<file path="src/mmio_pkg.sv">
// shared definitions for the mmio peripheral block
// bus widths, queue depth, register offsets, reset value
// enums for register select and consumer state

package mmio_pkg;

    // bus geometry
    localparam int mmio_addr_w = 8;
    localparam int mmio_data_w = 32;
    localparam int mmio_strb_w = mmio_data_w / 8;

    localparam int mmio_queue_depth = 4;

    // queue entry is {write, addr, data, strb}
    localparam int mmio_req_w = 1 + mmio_addr_w + mmio_data_w + mmio_strb_w;

    localparam logic [1:0] status_reset_value = 2'b01;

    // byte offsets of the registers
    localparam logic [mmio_addr_w-1:0] off_status  = 8'h00;
    localparam logic [mmio_addr_w-1:0] off_mult_a  = 8'h04;
    localparam logic [mmio_addr_w-1:0] off_mult_b  = 8'h08;
    localparam logic [mmio_addr_w-1:0] off_product = 8'h0c;
    localparam logic [mmio_addr_w-1:0] off_pad     = 8'h10;

    // AXI response codes
    localparam logic [1:0] axi_resp_okay   = 2'b00;
    localparam logic [1:0] axi_resp_slverr = 2'b10;

    // target register, numbered as address bits 4 to 2
    typedef enum logic [2:0] {
        reg_status   = 3'd0,
        reg_mult_a   = 3'd1,
        reg_mult_b   = 3'd2,
        reg_product  = 3'd3,
        reg_pad      = 3'd4,
        reg_unmapped = 3'd7
    } mmio_reg_e;

    typedef enum logic [1:0] {
        st_idle,
        st_exec,
        st_resp
    } regfile_state_e;

endpackage
</file>
<file path="src/mmio_subsystem.sv">
// top level of the mmio peripheral block
// AXI4-Lite port, request queue and register file

`timescale 1ns/1ps

module mmio_subsystem (
    input  logic                             vdp_clk,
    input  logic                             vdp_reset,

    input  logic                             awvalid,
    output logic                             awready,
    input  logic [mmio_pkg::mmio_addr_w-1:0] awaddr,
    input  logic                             wvalid,
    output logic                             wready,
    input  logic [mmio_pkg::mmio_data_w-1:0] wdata,
    input  logic [mmio_pkg::mmio_strb_w-1:0] wstrb,
    output logic                             bvalid,
    input  logic                             bready,
    output logic [1:0]                       bresp,

    input  logic                             arvalid,
    output logic                             arready,
    input  logic [mmio_pkg::mmio_addr_w-1:0] araddr,
    output logic                             rvalid,
    input  logic                             rready,
    output logic [mmio_pkg::mmio_data_w-1:0] rdata,
    output logic [1:0]                       rresp,

    input  logic [7:0]                       pad_buttons,
    output logic [1:0]                       status_leds
);
    import mmio_pkg::*;

    logic                   push_valid;
    logic [mmio_req_w-1:0]  push_data;
    logic                   queue_full;
    logic                   pop_valid;
    logic [mmio_req_w-1:0]  pop_data;
    logic                   pop_ready;
    logic                   resp_valid;
    logic                   resp_write;
    logic                   resp_err;
    logic [mmio_data_w-1:0] resp_data;
    logic                   resp_ready;

    axil_mmio_port port_i (
        .vdp_clk    (vdp_clk),
        .vdp_reset  (vdp_reset),
        .awvalid    (awvalid),
        .awready    (awready),
        .awaddr     (awaddr),
        .wvalid     (wvalid),
        .wready     (wready),
        .wdata      (wdata),
        .wstrb      (wstrb),
        .bvalid     (bvalid),
        .bready     (bready),
        .bresp      (bresp),
        .arvalid    (arvalid),
        .arready    (arready),
        .araddr     (araddr),
        .rvalid     (rvalid),
        .rready     (rready),
        .rdata      (rdata),
        .rresp      (rresp),
        .push_valid (push_valid),
        .push_data  (push_data),
        .queue_full (queue_full),
        .resp_valid (resp_valid),
        .resp_write (resp_write),
        .resp_err   (resp_err),
        .resp_data  (resp_data),
        .resp_ready (resp_ready)
    );

    mmio_request_queue queue_i (
        .vdp_clk    (vdp_clk),
        .vdp_reset  (vdp_reset),
        .push_valid (push_valid),
        .push_data  (push_data),
        .full       (queue_full),
        .pop_valid  (pop_valid),
        .pop_data   (pop_data),
        .pop_ready  (pop_ready)
    );

    mmio_register_file regfile_i (
        .vdp_clk     (vdp_clk),
        .vdp_reset   (vdp_reset),
        .pop_valid   (pop_valid),
        .pop_data    (pop_data),
        .pop_ready   (pop_ready),
        .resp_valid  (resp_valid),
        .resp_write  (resp_write),
        .resp_err    (resp_err),
        .resp_data   (resp_data),
        .resp_ready  (resp_ready),
        .pad_buttons (pad_buttons),
        .status_leds (status_leds)
    );

endmodule

</file>
<file path="src/mmio_register_file.sv">
// mmio register file, consumer side of the request queue
// status/LED register, signed 16x16 multiplier, gamepad shift register
// idle/exec/resp FSM producing one response per request

`timescale 1ns/1ps

module mmio_register_file (
    input  logic                             vdp_clk,
    input  logic                             vdp_reset,
    input  logic                             pop_valid,
    input  logic [mmio_pkg::mmio_req_w-1:0]  pop_data,
    output logic                             pop_ready,
    output logic                             resp_valid,
    output logic                             resp_write,
    output logic                             resp_err,
    output logic [mmio_pkg::mmio_data_w-1:0] resp_data,
    input  logic                             resp_ready,
    input  logic [7:0]                       pad_buttons,
    output logic [1:0]                       status_leds
);
    import mmio_pkg::*;

    regfile_state_e           state;
    logic [mmio_req_w-1:0]    req_q;
    logic                     req_write;
    logic [mmio_addr_w-1:0]   req_addr;
    logic [mmio_data_w-1:0]   req_data;
    logic [mmio_strb_w-1:0]   req_strb;
    mmio_reg_e                req_reg;
    logic                     wr_en;
    logic                     req_err;
    logic [mmio_data_w-1:0]   read_value;

    logic [1:0]               status;
    logic signed [15:0]       mult_a;
    logic signed [15:0]       mult_b;
    logic signed [31:0]       product;
    logic                     pad_latch;
    logic                     pad_clk;
    logic                     pad_clk_q;
    logic [7:0]               pad_shift;

    function automatic mmio_reg_e decode_reg(input logic [mmio_addr_w-1:0] addr);
        mmio_reg_e sel;
        case (addr[4:2])
            off_status[4:2]:  sel = reg_status;
            off_mult_a[4:2]:  sel = reg_mult_a;
            off_mult_b[4:2]:  sel = reg_mult_b;
            off_product[4:2]: sel = reg_product;
            off_pad[4:2]:     sel = reg_pad;
            default:          sel = reg_unmapped;
        endcase
        return sel;
    endfunction

    // byte-lane merge for the 16-bit operands
    function automatic logic [15:0] merge16(input logic [15:0] old_value,
                                            input logic [15:0] new_value,
                                            input logic [1:0]  strb);
        logic [15:0] merged;
        merged[7:0]  = strb[0] ? new_value[7:0]  : old_value[7:0];
        merged[15:8] = strb[1] ? new_value[15:8] : old_value[15:8];
        return merged;
    endfunction

    assign {req_write, req_addr, req_data, req_strb} = req_q;
    assign req_reg = decode_reg(req_addr);

    assign pop_ready   = (state == st_idle);
    assign resp_valid  = (state == st_resp);
    assign status_leds = status;

    always_ff @(posedge vdp_clk) begin
        if (vdp_reset) begin
            state <= st_idle;
        end else begin
            case (state)
                st_idle: if (pop_valid) state <= st_exec;
                st_exec: state <= st_resp;
                st_resp: if (resp_ready) state <= st_idle;
                default: state <= st_idle;
            endcase
        end
    end

    always_ff @(posedge vdp_clk) begin
        if (pop_valid && pop_ready) begin
            req_q <= pop_data;
        end
    end

    assign wr_en   = (state == st_exec) && req_write;
    // product is read-only
    assign req_err = (req_reg == reg_unmapped) || (req_write && req_reg == reg_product);

    always_comb begin
        read_value = '0;
        if (!req_write && !req_err) begin
            case (req_reg)
                reg_status:  read_value = {30'b0, status};
                reg_mult_a:  read_value = {16'b0, mult_a};
                reg_mult_b:  read_value = {16'b0, mult_b};
                reg_product: read_value = product;
                reg_pad:     read_value = {31'b0, pad_shift[0]};
                default:     read_value = '0;
            endcase
        end
    end

    always_ff @(posedge vdp_clk) begin
        if (state == st_exec) begin
            resp_write <= req_write;
            resp_err   <= req_err;
            resp_data  <= read_value;
        end
    end

    // status and pad control use lane 0
    always_ff @(posedge vdp_clk) begin
        if (vdp_reset) begin
            status    <= status_reset_value;
            mult_a    <= '0;
            mult_b    <= '0;
            pad_latch <= 1'b0;
            pad_clk   <= 1'b0;
        end else if (wr_en) begin
            case (req_reg)
                reg_status: if (req_strb[0]) status <= req_data[1:0];
                reg_mult_a: mult_a <= merge16(mult_a, req_data[15:0], req_strb[1:0]);
                reg_mult_b: mult_b <= merge16(mult_b, req_data[15:0], req_strb[1:0]);
                reg_pad: begin
                    if (req_strb[0]) begin
                        pad_latch <= req_data[0];
                        pad_clk   <= req_data[1];
                    end
                end
                default: ;
            endcase
        end
    end

    // free-running multiply, settled long before the next exec
    always_ff @(posedge vdp_clk) begin
        if (vdp_reset) begin
            product <= '0;
        end else begin
            product <= mult_a * mult_b;
        end
    end

    // shift on a rising pad clock, otherwise load while latched
    always_ff @(posedge vdp_clk) begin
        if (vdp_reset) begin
            pad_shift <= '0;
            pad_clk_q <= 1'b0;
        end else begin
            pad_clk_q <= pad_clk;
            if (pad_clk && !pad_clk_q) begin
                pad_shift <= {1'b0, pad_shift[7:1]};
            end else if (pad_latch) begin
                pad_shift <= pad_buttons;
            end
        end
    end

endmodule

</file>
<file path="src/mmio_request_queue.sv">
// request FIFO between the AXI port and the register file
// circular buffer with read/write pointers and an occupancy count

`timescale 1ns/1ps

module mmio_request_queue (
    input  logic                             vdp_clk,
    input  logic                             vdp_reset,
    input  logic                             push_valid,
    input  logic [mmio_pkg::mmio_req_w-1:0]  push_data,
    output logic                             full,
    output logic                             pop_valid,
    output logic [mmio_pkg::mmio_req_w-1:0]  pop_data,
    input  logic                             pop_ready
);
    import mmio_pkg::*;

    localparam int ptr_w = $clog2(mmio_queue_depth);
    localparam int cnt_w = $clog2(mmio_queue_depth + 1);

    logic [mmio_req_w-1:0] mem [mmio_queue_depth];
    logic [ptr_w-1:0]      wr_ptr;
    logic [ptr_w-1:0]      rd_ptr;
    logic [cnt_w-1:0]      count;
    logic                  do_push;
    logic                  do_pop;

    assign full      = (count == cnt_w'(mmio_queue_depth));
    assign pop_valid = (count != '0);
    assign pop_data  = mem[rd_ptr];

    assign do_pop  = pop_valid && pop_ready;
    // a pop frees the slot in the same cycle
    assign do_push = push_valid && (!full || do_pop);

    always_ff @(posedge vdp_clk) begin
        if (do_push) begin
            mem[wr_ptr] <= push_data;
        end
    end

    always_ff @(posedge vdp_clk) begin
        if (vdp_reset) begin
            wr_ptr <= '0;
            rd_ptr <= '0;
            count  <= '0;
        end else begin
            if (do_push) begin
                wr_ptr <= (wr_ptr == ptr_w'(mmio_queue_depth - 1)) ? '0 : wr_ptr + 1'b1;
            end
            if (do_pop) begin
                rd_ptr <= (rd_ptr == ptr_w'(mmio_queue_depth - 1)) ? '0 : rd_ptr + 1'b1;
            end
            if (do_push && !do_pop) begin
                count <= count + 1'b1;
            end else if (do_pop && !do_push) begin
                count <= count - 1'b1;
            end
        end
    end

endmodule

</file>
<file path="src/axil_mmio_port.sv">
// AXI4-Lite slave front end of the mmio block
// write-first arbitration of AW/W against AR into a registered queue push
// in-order responses steered onto B or R

`timescale 1ns/1ps

module axil_mmio_port (
    input  logic                               vdp_clk,
    input  logic                               vdp_reset,

    input  logic                               awvalid,
    output logic                               awready,
    input  logic [mmio_pkg::mmio_addr_w-1:0]   awaddr,
    input  logic                               wvalid,
    output logic                               wready,
    input  logic [mmio_pkg::mmio_data_w-1:0]   wdata,
    input  logic [mmio_pkg::mmio_strb_w-1:0]   wstrb,
    output logic                               bvalid,
    input  logic                               bready,
    output logic [1:0]                         bresp,

    input  logic                               arvalid,
    output logic                               arready,
    input  logic [mmio_pkg::mmio_addr_w-1:0]   araddr,
    output logic                               rvalid,
    input  logic                               rready,
    output logic [mmio_pkg::mmio_data_w-1:0]   rdata,
    output logic [1:0]                         rresp,

    output logic                               push_valid,
    output logic [mmio_pkg::mmio_req_w-1:0]    push_data,
    input  logic                               queue_full,

    input  logic                               resp_valid,
    input  logic                               resp_write,
    input  logic                               resp_err,
    input  logic [mmio_pkg::mmio_data_w-1:0]   resp_data,
    output logic                               resp_ready
);
    import mmio_pkg::*;

    logic write_go;
    logic read_go;

    // one accept per push slot, so full is never stale when the push lands
    always_comb begin
        write_go = awvalid && wvalid && !queue_full && !push_valid;
        read_go  = arvalid && !(awvalid && wvalid) && !queue_full && !push_valid;
    end

    assign awready = write_go;
    assign wready  = write_go;
    assign arready = read_go;

    always_ff @(posedge vdp_clk) begin
        if (vdp_reset) begin
            push_valid <= 1'b0;
        end else begin
            push_valid <= write_go || read_go;
        end
    end

    // reads carry no data and no strobes
    always_ff @(posedge vdp_clk) begin
        if (write_go) begin
            push_data <= {1'b1, awaddr, wdata, wstrb};
        end else if (read_go) begin
            push_data <= {1'b0, araddr, {mmio_data_w{1'b0}}, {mmio_strb_w{1'b0}}};
        end
    end

    // response steering
    assign bvalid = resp_valid && resp_write;
    assign rvalid = resp_valid && !resp_write;
    assign bresp  = resp_err ? axi_resp_slverr : axi_resp_okay;
    assign rresp  = resp_err ? axi_resp_slverr : axi_resp_okay;
    assign rdata  = resp_data;

    assign resp_ready = resp_write ? bready : rready;

endmodule

</file>
<file path="config.mk">
export PLATFORM = sky130hd
export DESIGN_NAME = mmio_subsystem
export DESIGN_NICKNAME = d
export VERILOG_FILES = /design/src/mmio_pkg.sv /design/src/mmio_subsystem.sv /design/src/mmio_register_file.sv /design/src/mmio_request_queue.sv /design/src/axil_mmio_port.sv
export SDC_FILE = /design/constraint.sdc
export NUM_CORES = 1
export LEC_CHECK = 0
export BUFFER_PORTS_ARGS = -buffer_cell sky130_fd_sc_hd__buf_2
export CORE_UTILIZATION = 40
export CTS_BUF_LIST = sky130_fd_sc_hd__clkbuf_8
export CTS_CLUSTER_SIZE = 12
export DETAILED_ROUTE_END_ITERATION = 10
export MAX_ROUTING_LAYER = met4
export SYNTH_ARGS = -nofsm -noshare
export SYNTH_HDL_FRONTEND = slang
export SYNTH_SLANG_ARGS = --single-unit
</file>
<file path="constraint.sdc">
create_clock -name vdp_clk -period 7.1 [get_ports vdp_clk]
set_clock_uncertainty 0.1 [all_clocks]
set_input_delay 0.71 -clock vdp_clk [delete_from_list [all_inputs] [get_ports vdp_clk]]
set_output_delay 0.71 -clock vdp_clk [all_outputs]
set_load 0.005 [all_outputs]
</file>
### After elaboration in Yosys (flattened, before gate mapping)

Memories as Yosys holds them, arrays and structs flattened. A register that Yosys moved wholly into a read port is not among the register bits.
Index checks and enable logic that the tools add are counted.

| storage, ports and cells | value |
|---|---|
| register bits | 166 |
| output and inout bits | 43 |
| bits of input ports | 67 |
| memories | 1 |
| logic and storage cells | 103 |
| bits in writable memories | 180 |

Memories:

| name | words | width | rd ports | clocked after Yosys merged registers in | write ports | line | source |
|---|---|---|---|---|---|---|---|
| queue_i.mem | 4 | 45 | 1 | 1 | 1 | mmio_request_queue.sv:21 | `logic [mmio_req_w-1:0] mem [mmio_queue_depth];` |

| cells by class | value |
|---|---|
| equality and inequality tests | 16 |
| add/sub/neg operators | 4 |
| reduce and logical (&&, ||, !) cells | 43 |
| multiply operators | 1 |
| muxes and demuxes | 17 |

Operators with widths:

| operator | number |
|---|---|
| 32-bit case mux with 5 select lines | 1 |
| 44-bit 2-to-1 mux | 2 |
| 16-bit by 16-bit multiplier with 32-bit output | 1 |
| 3-bit AND reduction | 6 |
| 1-bit logical AND | 16 |
| 3-bit case mux with 5 select lines | 1 |
| 7-bit 2-to-1 mux | 2 |
| 3-bit by 2-bit equality test with 1-bit output (second input constant) | 4 |
| 3-bit equality test (second input constant) | 4 |
| 2-bit 2-to-1 mux | 5 |
| 1-bit logical NOT | 9 |
| 2-bit equality test (second input constant) | 3 |
| 3-bit by 1-bit equality test with 1-bit output (second input constant) | 2 |
| 3-bit logical NOT | 2 |
| 3-bit 2-to-1 mux | 2 |
| 2-bit case mux with 3 select lines | 1 |
| 2-bit nonzero test | 3 |
| 2-bit by 1-bit adder with 2-bit output (second input constant) | 2 |
| 3-bit by 1-bit adder with 3-bit output (second input constant) | 1 |
| 1-bit logical OR | 3 |
| 1-bit 2-to-1 mux | 3 |
| 3-bit nonzero test | 1 |
| 3-bit by 1-bit subtractor with 3-bit output (second input constant) | 1 |
| 2-bit by 1-bit equality test with 1-bit output (second input constant) | 1 |
| other kinds (5) | 5 |

### Longest topological paths before layout

Gate-level depths: netlist of run 1.

| depth | value |
|---|---|
| depth after elaboration | 8 |
| mapped depth | 23 |

### By module

A second synthesis of run 1 with hierarchy kept.

| second synthesis, totals | value |
|---|---|
| cells, all modules | 1,945 |
| area total of the unflattened synthesis | 23,995.5 µm² |

Modules (own cells, without submodules):

| module | cells each | times used | area each (µm²) |
|---|---|---|---|
| mmio_register_file | 1,520 | 1 | 14,955.6 |
| mmio_request_queue | 282 | 1 | 6,962.9 |
| axil_mmio_port | 143 | 1 | 2,077.0 |

### Least setup slack after synthesis of run 1

No wires, ideal clock.

| path | value |
|---|---|
| path kind | register to register |
| from | reg regfile_i.mult_a[15] |
| to | reg regfile_i.product[31] |
| path buffers | 3 |
| setup time | 74 ps |
| arrival time | 5,981 ps |
| cell stages (with the launch flop) | 22 |
| slack | 945 ps |
| required time | 6,926 ps |
| clock period less this slack | 6,155 ps |
| cell sequence | dfxtp_1 -> clkbuf_1 -> clkbuf_1 -> nand2_1 -> inv_1 -> fa_1 -> fa_1 -> fa_1 -> fa_1 -> fa_1 -> inv_1 -> fa_1 -> inv_1 -> ha_1 -> clkbuf_1 -> nand3_1 -> nor2_1 -> nand3_1 -> a21oi_2 -> o31ai_2 -> or4_4 -> o211ai_2 |

| on the way | value |
|---|---|
| longest elaborated chain between the ends | 1 |

RTL lines:

| item | line | source |
|---|---|---|
| start, declared | mmio_register_file.sv:35 | `logic signed [15:0] mult_a;` |
| start signal, assigned | mmio_register_file.sv:129 | `reg_mult_a: mult_a <= merge16(mult_a, req_data[15:0], req_strb[1:0]);` |
| 16-bit by 16-bit multiplier with 32-bit output | mmio_register_file.sv:147 | `product <= mult_a * mult_b;` |
| end signal, assigned | mmio_register_file.sv:147 |  |
| end, declared | mmio_register_file.sv:37 | `logic signed [31:0] product;` |

Every way passes these cells.
A chain may end at the register's enable or synchronous reset.

### Worst setup path in the final report of run 1

| path | value |
|---|---|
| from | reg regfile_i.mult_a[2] |
| to | reg regfile_i.product[28] |

The elaborated chain is that of the path after synthesis.

==> impl_results.md, run 1 <==
* Pwr Density at 190 mW/mm^2
* Final ANT Viol Nets at 0
* Design Area, Final at 0.0212 mm^2
* Footprint of the multi-input gates at 0.0110 mm^2
* Min-delay worst type: in -> reg
* Clk root buf: clkbuf_8
* Post-synthesis cell type count at 54
* Worst R2R Start: regfile_i.mult_a[2]
* Failing checks: DRC
* CP max FO at 12
* Port buffer count at 79
* # rows at 79
* 1st-iter DRT viols at 826
* Main combinational cell family by area after synthesis: adder cells
* Post-synth top cells: 297 x inv_1, 263 x fa_1, 165 x edfxtp_1
* DIE AREA at 0.0486 mm^2
* CTS Sinks at 253
* Post-CTS Setup Bufs at 0
* Status: finished, violations left
* DR vias at 12.0k
* Mean routed wirelength per cell at 17.1 um
* Bufs on Longest Clock Path at 3
* Num CTS Buffers at 44
* Seq/Total Area, Yosys at 0.352
* Largest net degree at the start of global routing at 92
* GPL Wtd Cong at 0.902
* Buf/Inv on CP at 5
* Final core occ at 0.452
* Initial core utilization at 0.408
* Final setup violation count at 0
* Die Height at 220 um
* Worst-skew pair later-pin latency at 0.63 ns
* Area contributors post-synth: fa_1 28%, edfxtp_1 26%, dfxtp_1 9.2%
* RSZ-0062 raised after global routing: false
* Slew @ Worst Pin at 1.10 ns
* R2R depth at 20
* Antenna violations before repair at 1
* Synth area leader: fa_1
* DR DRC count at 1
* Main flop type after synthesis: edfxtp_1
* Die X at 220 um
* CP endpoint kind: register
* Number of fill cells at 4405
* Tcrit/Tclk final at 0.955
* WHS Endpoint: port_i.push_data[9]
* Worst EP required at 7.44 ns
* Area Overhead vs Synth at 10.9%
* Async S/R FF share, synth at 0
* Drt total wl at 41.8 mm
* GRT Total Usage at 0.188
* Clock transition at the registers of the reported paths at 0.06 ns
* First-pass GRT wire length at 68.4 mm
* Simple-Gate Fraction of Synth Area at 0.126
* Htree depth at 2
* WS Path Type: reg -> reg
* Avg Vias per Cell at 4.92
* Min-delay src: wdata[5]
* Core Footprint at 0.0469 mm^2
* Post-synthesis share of cell area spent on full adders, half adders and majority gates at 0.333
* Syn_area_per_cell at 11.2 um^2
* Non-Filler Instances at 2446
* PostCTS Resize Cnt at 0
* Fin Setup TNS at 0 ns
* Yosys top cell area share at 0.276
* Fin nets at 2221
* Cell area after synthesis at 0.0191 mm^2
* Post-synth EDFFs at 165
* DRT Pass-1 Iters at 8
* Synth Area in Compound Gates at 0.0440
* Share of cells above drive strength 1 at 0.129
* WP data arrival at 7.12 ns
* Highest clock rate at 0.148 GHz
* Leak at 9.70 nW
* Most used cell, CP: fa_1
* Post-Synth XOR/XNOR Area at 0.0156
* CP Launch Type: register
* Register area at 0.00672 mm^2
* Placed Cells incl. Taps at 2364
* Max-Cap Viols at 0
* Worst hold stages at 2
* Reg2reg setup slack at 0.32 ns
* Post-synthesis mux area share at 0.0535
* Grt total ovfl at 0
* Delay-heaviest family, CP: adder cells
* Period minus WS final at 6.78 ns
* Largest stage delay on the critical path at 0.82 ns
* Cell Chain, Critical Path: nand2_1, fa_1, fa_1, inv_1, fa_1, fa_1, fa_1, inv_1, fa_1, inv_1, ha_1, a2111oi_0, o211ai_1, a31oi_1, buf_4, o311ai_1, buf_4, a31oi_1, xor2_1, nor2_1
* Seq cells post-synth at 253
* Gate Count Post-Synth at 1708
* Hold_buf cts at 0
* Hpwl dp at 31.7 mm
* Count leader, synth: inv_1
* Hold Fails Final Rpt at 0
* Final Max Tran Viols at 0
* VDD IR max at 0.000200 V
* Slew Limit Headroom at 0.265
* Yosys warnings at 0
* Ports at 110
* Worst path slowest cell: a2111oi_0
* Reg-to-Reg End: regfile_i.product[28]
* CTS tree: done
* Vias in the first global route at 12.8k
* DP Area at 0.0203 mm^2
* Ant diodes at 0
## layer usage
metal	vias to the layer above	global-route usage	share of wire
li1	5613	-	-
met1	6083	0.242	0.44
met2	274	0.308	0.48
met3	73	0.0242	0.052
met4	0	0.0634	0.028
met5	-	-	0
## kinds of logic after synthesis
group / Yosys count
adders and majority gates: 351
other: 1
muxes: 70
AOI/OAI and AO/OA: 130
and+or+nand+nor: 492
DFF: 253
buffers and inverters: 377
xor gates and xnor gates: 34
## cell type report
| class | instances | area share |
|---|---|---|
| Inverter | 297 | 0.0526 |
| Clock inverter | 35 | 0.0104 |
| Multi-Input combinational cell | 1079 | 0.517 |
| Tap cell | 607 | 0.0359 |
| Clock buffer | 47 | 0.0305 |
| Sequential cell | 253 | 0.317 |
| Timing Repair Buffer | 128 | 0.0362 |
## per-stage QoR
| step | total power [mW] | hold WS, ns | setup WS [ns] |
|---|---|---|---|
| floorplan | 2.47 | 0.359 | 0.945 |
| global placement | 2.74 | 0.369 | 0.582 |
| detailed placement | 2.76 | 0.387 | 0.476 |
| CTS | 4.08 | 0.234 | 0.426 |
| global route | 4.21 | 0.251 | 0.0214 |
| finish | 4.02 | 0.281 | 0.321 |
## sequential cells by signal (all words and copies together) (netlist names), 3 cells and up
signal,cells
regfile_i.mult_a,16
regfile_i.resp_data,32
queue_i.count,3
regfile_i.pad_shift,8
port_i.push_data,22
regfile_i.req_q,22
queue_i.mem,88
regfile_i.mult_b,16
regfile_i.product,32
## cells in the final DEF, fill, tap and decap left out, drive strengths merged, types with 17 or more instances in the layout
cell	count
inv	312
fa	263
edfxtp	165
and2	164
nand2	158
buf	128
nor2	98
ha	88
dfxtp	88
clkbuf	47
a21oi	44
mux2i	30
nand3	28
mux4	24
xnor2	21
o21ai	19
clkinv	17
## report_power, final
group	leakage [nW]	switching, mW	internal [mW]	total, mW
Sequential	2.26	0.163	1.87	2.03
Combinational	6.96	0.416	0.270	0.686
Clock	0.488	0.637	0.667	1.30
Total	9.70	1.22	2.80	4.02
## worst max-delay path by stage
stage | from | endpoint | slack (ns) | cells after the start
finish | regfile_i.mult_a[2] | regfile_i.product[28] | 0.32 | 20
CTS | regfile_i.mult_a[10] | regfile_i.product[28] | 0.43 | 21
detailed placement | regfile_i.mult_a[10] | regfile_i.product[28] | 0.48 | 21
global placement | regfile_i.mult_b[8] | regfile_i.product[28] | 0.58 | 22
global route | regfile_i.mult_a[10] | regfile_i.product[28] | 0.02 | 21
floorplan | regfile_i.mult_a[15] | regfile_i.product[31] | 0.95 | 21
Note: power is estimated with default switching activity, not from simulation.
==> run 2, diff against run 1 <==
- CORE_ASPECT_RATIO: default -> 1.75
- clock period: 7.1 -> 6.6 ns (I/O delays scaled with it)
==> run 2 against run 1 <==
The run now ends clean. Global-route usage increased by 0.54 points. Setup slack worse by 0.081 ns. Combinational power increased by 12%. Via count is 1.9% higher. Flip-flop and latch count did not move. Hold slack worse by 0.019 ns. Utilization hardly changed. Sequential power increased by 7%. Total power is 6.4% higher. Critical path depth is 2 lower. Cell count decreased by 0.45%. Critical path type unchanged. Largest cell class unchanged.
==> impl_results.md, run 2 (synthesis results as in run 1) <==
* Status: finished, final reports clean
* Worst-skew pair later-pin latency at 0.59 ns (-0.04 ns)
* GPL Wtd Cong at 0.866 (-4.0%)
* Grt total ovfl at 0 (unchanged)
* Die X at 167 um (-24%)
* Worst path slowest cell: or4_4
* Worst EP required at 6.99 ns (-0.45 ns)
* Port buffer count at 79 (unchanged)
* Drt total wl at 43.6 mm (+4.2%)
* DR vias at 12.3k (+1.9%)
* Pwr Density at 201 mW/mm^2 (+6.1%)
* Final Max Tran Viols at 0 (unchanged)
* Biggest register: queue_i.mem
* Reg-to-Reg End: regfile_i.product[31]
* R2R depth at 18 (-10%)
* Period minus WS final at 6.36 ns (-0.419 ns)
* Most frequent cells in the layout: 308 x inv_1, 263 x fa_1, 165 x edfxtp_1
* Slew @ Worst Pin at 1.25 ns (+0.150 ns)
* Area Overhead vs Synth at 11.3%
* WS Path Type: reg -> reg
* GRT Total Usage at 0.194 (+0.00544)
* Largest net degree at the start of global routing at 92 (unchanged)
* Highest clock rate at 0.157 GHz (+6.6%)
* WHS Endpoint: port_i.push_data[4]
* Delay-heaviest family, CP: adder cells
* Largest regs: queue_i.mem: 88 flops, regfile_i.product: 32 flops, regfile_i.resp_data: 32 flops
* WP data arrival at 6.75 ns (-0.37 ns)
* Avg Vias per Cell at 5.04 (+2.3%)
* Bufs on Longest Clock Path at 3 (unchanged)
* Num CTS Buffers at 39 (-11%)
* CP Launch Type: register
* Min-delay worst type: in -> reg
* Largest stage delay on the critical path at 0.66 ns (-0.16 ns)
* Clk root buf: clkbuf_8
* Min-delay src: wdata[0]
* VDD IR max at 0.000256 V (+28%)
* Leak at 9.77 nW (+0.67%)
* Slew Limit Headroom at 0.164 (-0.101)
* First-pass GRT wire length at 71.3 mm (+4.2%)
* Cell Chain, Critical Path: and2_1, fa_1, inv_1, fa_1, fa_1, inv_1, fa_1, fa_1, inv_1, fa_1, inv_1, ha_1, nand4_1, or4_4, a21oi_2, o31ai_4, or4_4, o211ai_2
* Antenna violations before repair at 1 (unchanged)
* Share of cells above drive strength 1 at 0.146 (+0.0163)
* Core Footprint at 0.0470 mm^2 (+0.38%)
* Reg2reg setup slack at 0.24 ns (-0.08 ns)
* Hpwl dp at 34.0 mm (+7.4%)
* CP endpoint kind: register
* 1st-iter DRT viols at 452 (-45%)
* Ports at 110 (unchanged)
* Hold Fails Final Rpt at 0 (unchanged)
* DIE AREA at 0.0486 mm^2 (about the same)
* Final ANT Viol Nets at 0 (unchanged)
* DP Area at 0.0204 mm^2 (+0.51%)
* # rows at 105 (+33%)
* Worst R2R Start: regfile_i.mult_b[4]
* Hold WS at 0.262 ns (-0.0190 ns)
* Mean routed wirelength per cell at 17.9 um (+4.6%)
* Vias in the first global route at 14.0k (+9.1%)
* Fin nets at 2233 (+0.54%)
* CP max FO at 12 (unchanged)
* CTS tree: done
* DR DRC count at 0 (-1)
* Htree depth at 2 (unchanged)
* Design Area, Final at 0.0212 mm^2 (+0.31%)
* Most used cell, CP: fa_1
* Die Height at 291 um (+32%)
* Initial core utilization at 0.406 (-0.00156)
* Hold_buf cts at 0 (unchanged)
* Commonest non-fill, non-tap cell in the layout: inv_1
* Worst hold stages at 2 (unchanged)
* Max-Cap Viols at 0 (unchanged)
* Clock transition at the registers of the reported paths at 0.06 ns (about the same)
* CTS Sinks at 253 (unchanged)
* Buf/Inv on CP at 4 (-1)
* Final setup violation count at 0 (unchanged)
* DRT Pass-1 Iters at 5 (-3)
* Max reg flops at 88 (unchanged)
* Tcrit/Tclk final at 0.964 (+0.00881)
==> run 2: worst max-delay path by stage <==
stage / cells past startpoint / startpoint / endpoint / slack (ns)
floorplan: 21 / regfile_i.mult_a[15] / regfile_i.product[31] / 0.45
global placement: 21 / regfile_i.mult_a[6] / regfile_i.product[31] / 0.004
detailed placement: 21 / regfile_i.mult_a[6] / regfile_i.product[31] / -0.11
CTS: 21 / regfile_i.mult_a[6] / regfile_i.product[31] / 0.05
global route: 19 / regfile_i.mult_a[13] / regfile_i.product[31] / -0.004
finish: 18 / regfile_i.mult_b[4] / regfile_i.product[31] / 0.24
==> run 2: final cells by class <==
class                           count  area [um^2]
Clock buffer                       45          619
Tap cell                          588          736
Timing Repair Buffer              145          893
Sequential cell                   253         6740
Antenna cell                        1         2.50
Multi-Input combinational cell   1079        11000
Inverter                          297         1110
Clock inverter                     27          174
Fill cell                        4425        25800
==> run 2: worst register-to-register path: stages, from the launching register on <==
cell and delay (ns):
dfxtp_1 0.45, and2_1 0.26, fa_1 0.53, inv_1 0.05, fa_1 0.47, fa_1 0.51
inv_1 0.06, fa_1 0.49, fa_1 0.49, inv_1 0.05, fa_1 0.48, inv_1 0.04
ha_1 0.37, nand4_1 0.21, or4_4 0.66, a21oi_2 0.32, o31ai_4 0.13, or4_4 0.53
o211ai_2 0.09
==> run 2: repair_timing <==
item	CTS	global route
setup endpoints to repair	2	6
resized for setup	1	17
setup buffers	0	0
pin swaps	0	1
==> run 2: through the flow <==
step	util	TNS, ns	total power, mW	setup WS, ns	std cells
6_report	0.452	0	4.28	0.240	2435
5_1_grt	0.452	-0.00422	4.48	-0.00422	2435
4_1_cts	0.451	0	4.34	0.0545	2434
3_5_place_dp	0.434	-0.174	2.98	-0.109	2362
3_3_place_gp	0.434	0	2.95	0.00402	2362
2_1_floorplan	-	0	2.65	0.445	1709
==> run 2: power breakdown <==
part / internal, mW / switching [mW]
Sequential: 2.01 / 0.159
Clock: 0.679 / 0.667
Combinational: 0.295 / 0.471
==> run 2: routing by layer <==
layer | share of wire | track usage | up-vias
li1 | - | - | 5633
met1 | 0.35 | 0.189 | 6251
met2 | 0.55 | 0.363 | 264
met3 | 0.035 | 0.0237 | 119
met4 | 0.063 | 0.115 | 0
met5 | 0 | - | -
==> run 3, diff against run 2 <==
- CORE_MARGIN: default -> 1.5
- clock period: 6.6 -> 5.51 ns (I/O delays scaled with it)
==> run 3 against run 2 <==
The flow now finishes with violations (setup timing). First-iteration DRC count grew 1.5%. Setup slack lost 0.52 ns. Die area grew 0.94%.
==> impl_results.md, run 3 (synthesis results as in run 1) <==
* Final setup violation count at 12 (+12)
* Tcrit/Tclk final at 1.05 (+0.0877)
* VDD IR max at 0.000270 V (+5.4%)
* Share of cells above drive strength 1 at 0.270 (+0.124)
* Worst EP required at 5.91 ns (-1.08 ns)
* CP endpoint kind: register
* Drt total wl at 46.3 mm (+6.3%)
* CP Launch Type: register
* CTS tree: done
* Fin nets at 2383 (+6.7%)
* Antenna violations before repair at 2 (+1)
* Max reg flops at 88 (unchanged)
* Buf/Inv on CP at 3 (-1)
* Met3 Wirelength at 1.39 mm (-9.7%)
* Final core occ at 0.491 (+0.0393)
* DP Area at 0.0215 mm^2 (+5.2%)
* Most used cell, CP: fa_1
* Cell Chain, Critical Path: nand2_1, fa_1, inv_1, fa_1, fa_1, fa_2, fa_1, inv_1, fa_1, inv_2, ha_4, nand4_1, or4_4, a21oi_4, o31ai_4, or4_4, o211ai_2
* Delay-heaviest family, CP: adder cells
* Num CTS Buffers at 38 (-2.6%)
* Highest clock rate at 0.173 GHz (+9.8%)
* CTS Sinks at 253 (unchanged)
* Die Height at 292 um (+0.34%)
* Min-delay worst type: in -> reg
* Ports at 110 (unchanged)
* Worst path slowest cell: fa_1
* Hold_buf cts at 0 (unchanged)
* Commonest non-fill, non-tap cell in the layout: inv_1
* Die X at 168 um (+0.60%)
* Grt total ovfl at 0 (unchanged)
* Bufs on Longest Clock Path at 3 (unchanged)
* Failing checks: setup timing
* Number of fill cells at 4236 (-4.3%)
* Slack of the critical path at -0.283 ns (-0.523 ns)
* DIE AREA at 0.0491 mm^2 (+0.94%)
* Max-Cap Viols at 0 (unchanged)
* Final Max Tran Viols at 0 (unchanged)
* Mean routed wirelength per cell at 17.9 um (about the same)
* Most frequent cells in the layout: 291 x inv_1, 243 x fa_1, 191 x buf_4
* Clk root buf: clkbuf_8
* Hold Fails Final Rpt at 0 (unchanged)
* M1 WL at 16.3 mm (+5.5%)
* Port buffer count at 79 (unchanged)
* Pwr Total at 5.04 mW (+18%)
* DR vias at 12.8k (+4.5%)
* Largest net degree at the start of global routing at 69 (-25%)
* First-pass GRT wire length at 74.8 mm (+4.9%)
* Hold WS at 0.134 ns (-0.128 ns)
* CP max FO at 11 (-1)
* Htree depth at 2 (unchanged)
* Core Footprint at 0.0470 mm^2 (unchanged)
* Hpwl dp at 36.3 mm (+6.8%)
* Slew Limit Headroom at 0.219 (+0.0549)
* Largest stage delay on the critical path at 0.60 ns (-0.06 ns)
* Met2 wire length at 26.1 mm (+9.5%)
* Avg Vias per Cell at 4.96 (-1.6%)
* Leak at 10.7 nW (+9.1%)
* Period minus WS final at 5.79 ns (-0.567 ns)
* Slew @ Worst Pin at 1.17 ns (-0.0823 ns)
* Design Area, Final at 0.0231 mm^2 (+8.7%)
* WP data arrival at 6.19 ns (-0.56 ns)
* Largest regs: queue_i.mem: 88 flops, regfile_i.product: 32 flops, regfile_i.resp_data: 32 flops
* Pwr Density at 218 mW/mm^2 (+8.3%)
* Clock transition at the registers of the reported paths at 0.07 ns (about the same)
* Vias in the first global route at 14.7k (+4.7%)
* DR DRC count at 0 (unchanged)
* Post-place setup slack at -0.681 ns (-0.572 ns)
* Status: finished, violations left
* Register area at 0.00680 mm^2 (+0.93%)
* Biggest register: queue_i.mem
* GRT Total Usage at 0.203 (+0.00926)
* WS Path Type: reg -> reg
* Area Overhead vs Synth at 20.9%
* GPL Wtd Cong at 0.874 (+0.94%)
* Footprint of the multi-input gates at 0.0115 mm^2 (+5.2%)
* # rows at 105 (unchanged)
* DRT Pass-1 Iters at 5 (unchanged)
* Highest Signal Layer: met4
* Initial core utilization at 0.406 (unchanged)
* 1st-iter DRT viols at 459 (+1.5%)
* RSZ-0062 raised after global routing: true
* Worst-skew pair later-pin latency at 0.59 ns (about the same)
* Final ANT Viol Nets at 0 (unchanged)
## run 3: area by class of cell
cell class                 instances  share of cell area
multi-input combinational       1079               0.500
sequential                       253               0.294
timing repair buffer             296              0.0941
inverter                         297              0.0485
tap                              588              0.0319
clock buffer                      40              0.0238
clock inverter                    30             0.00759
antenna                            2            0.000217
## run 3: final timing paths
path / startpoint / end / slack [ns] / depth (start not counted)
max: regfile_i.mult_a[9] / regfile_i.product[31] / -0.28 / 17
min: wdata[2] / port_i.push_data[6] / 0.13 / 2
max reg2reg: regfile_i.mult_a[9] / regfile_i.product[31] / -0.28 / 17
min reg2reg: regfile_i.pad_shift[1] / regfile_i.pad_shift[0] / 0.40 / 2
## run 3: layer usage
metal | GRT usage | vias to the layer above
met5 | - | -
met4 | 0.100 | 0
met3 | 0.0199 | 121
met2 | 0.393 | 270
met1 | 0.199 | 6488
li1 | - | 5937
## run 3: per-stage QoR
stage	cells	setup TNS (ns)
final	2585	-2.27
after global routing	2585	-5.20
after floorplan	1709	-0.346
after detailed placement	2479	-7.12
after CTS	2577	-2.80
after global placement	2479	-5.71
## run 3: worst register-to-register path: stages (launching register included)
cell	delay (ns)
dfxtp_4	0.45
nand2_1	0.11
fa_1	0.54
inv_1	0.05
fa_1	0.52
fa_1	0.60
fa_2	0.44
fa_1	0.52
inv_1	0.05
fa_1	0.49
inv_2	0.05
ha_4	0.28
nand4_1	0.14
or4_4	0.58
a21oi_4	0.23
o31ai_4	0.09
or4_4	0.42
o211ai_2	0.07
## run 3: what timing repair did
action                     4_1_cts  5_1_grt
buffers inserted                30        6
setup endpoints to repair       18       19
resized for setup              129       52
pin swaps                       46       38
## run 3: report_power, final
| part | leakage [nW] | switching [mW] | total (mW) | internal [mW] |
|---|---|---|---|---|
| clock network | 0.431 | 0.767 | 1.50 | 0.736 |
| logic | 7.95 | 0.585 | 0.962 | 0.377 |
| registers | 2.28 | 0.176 | 2.57 | 2.40 |
| total | 10.7 | 1.53 | 5.04 | 3.51 |
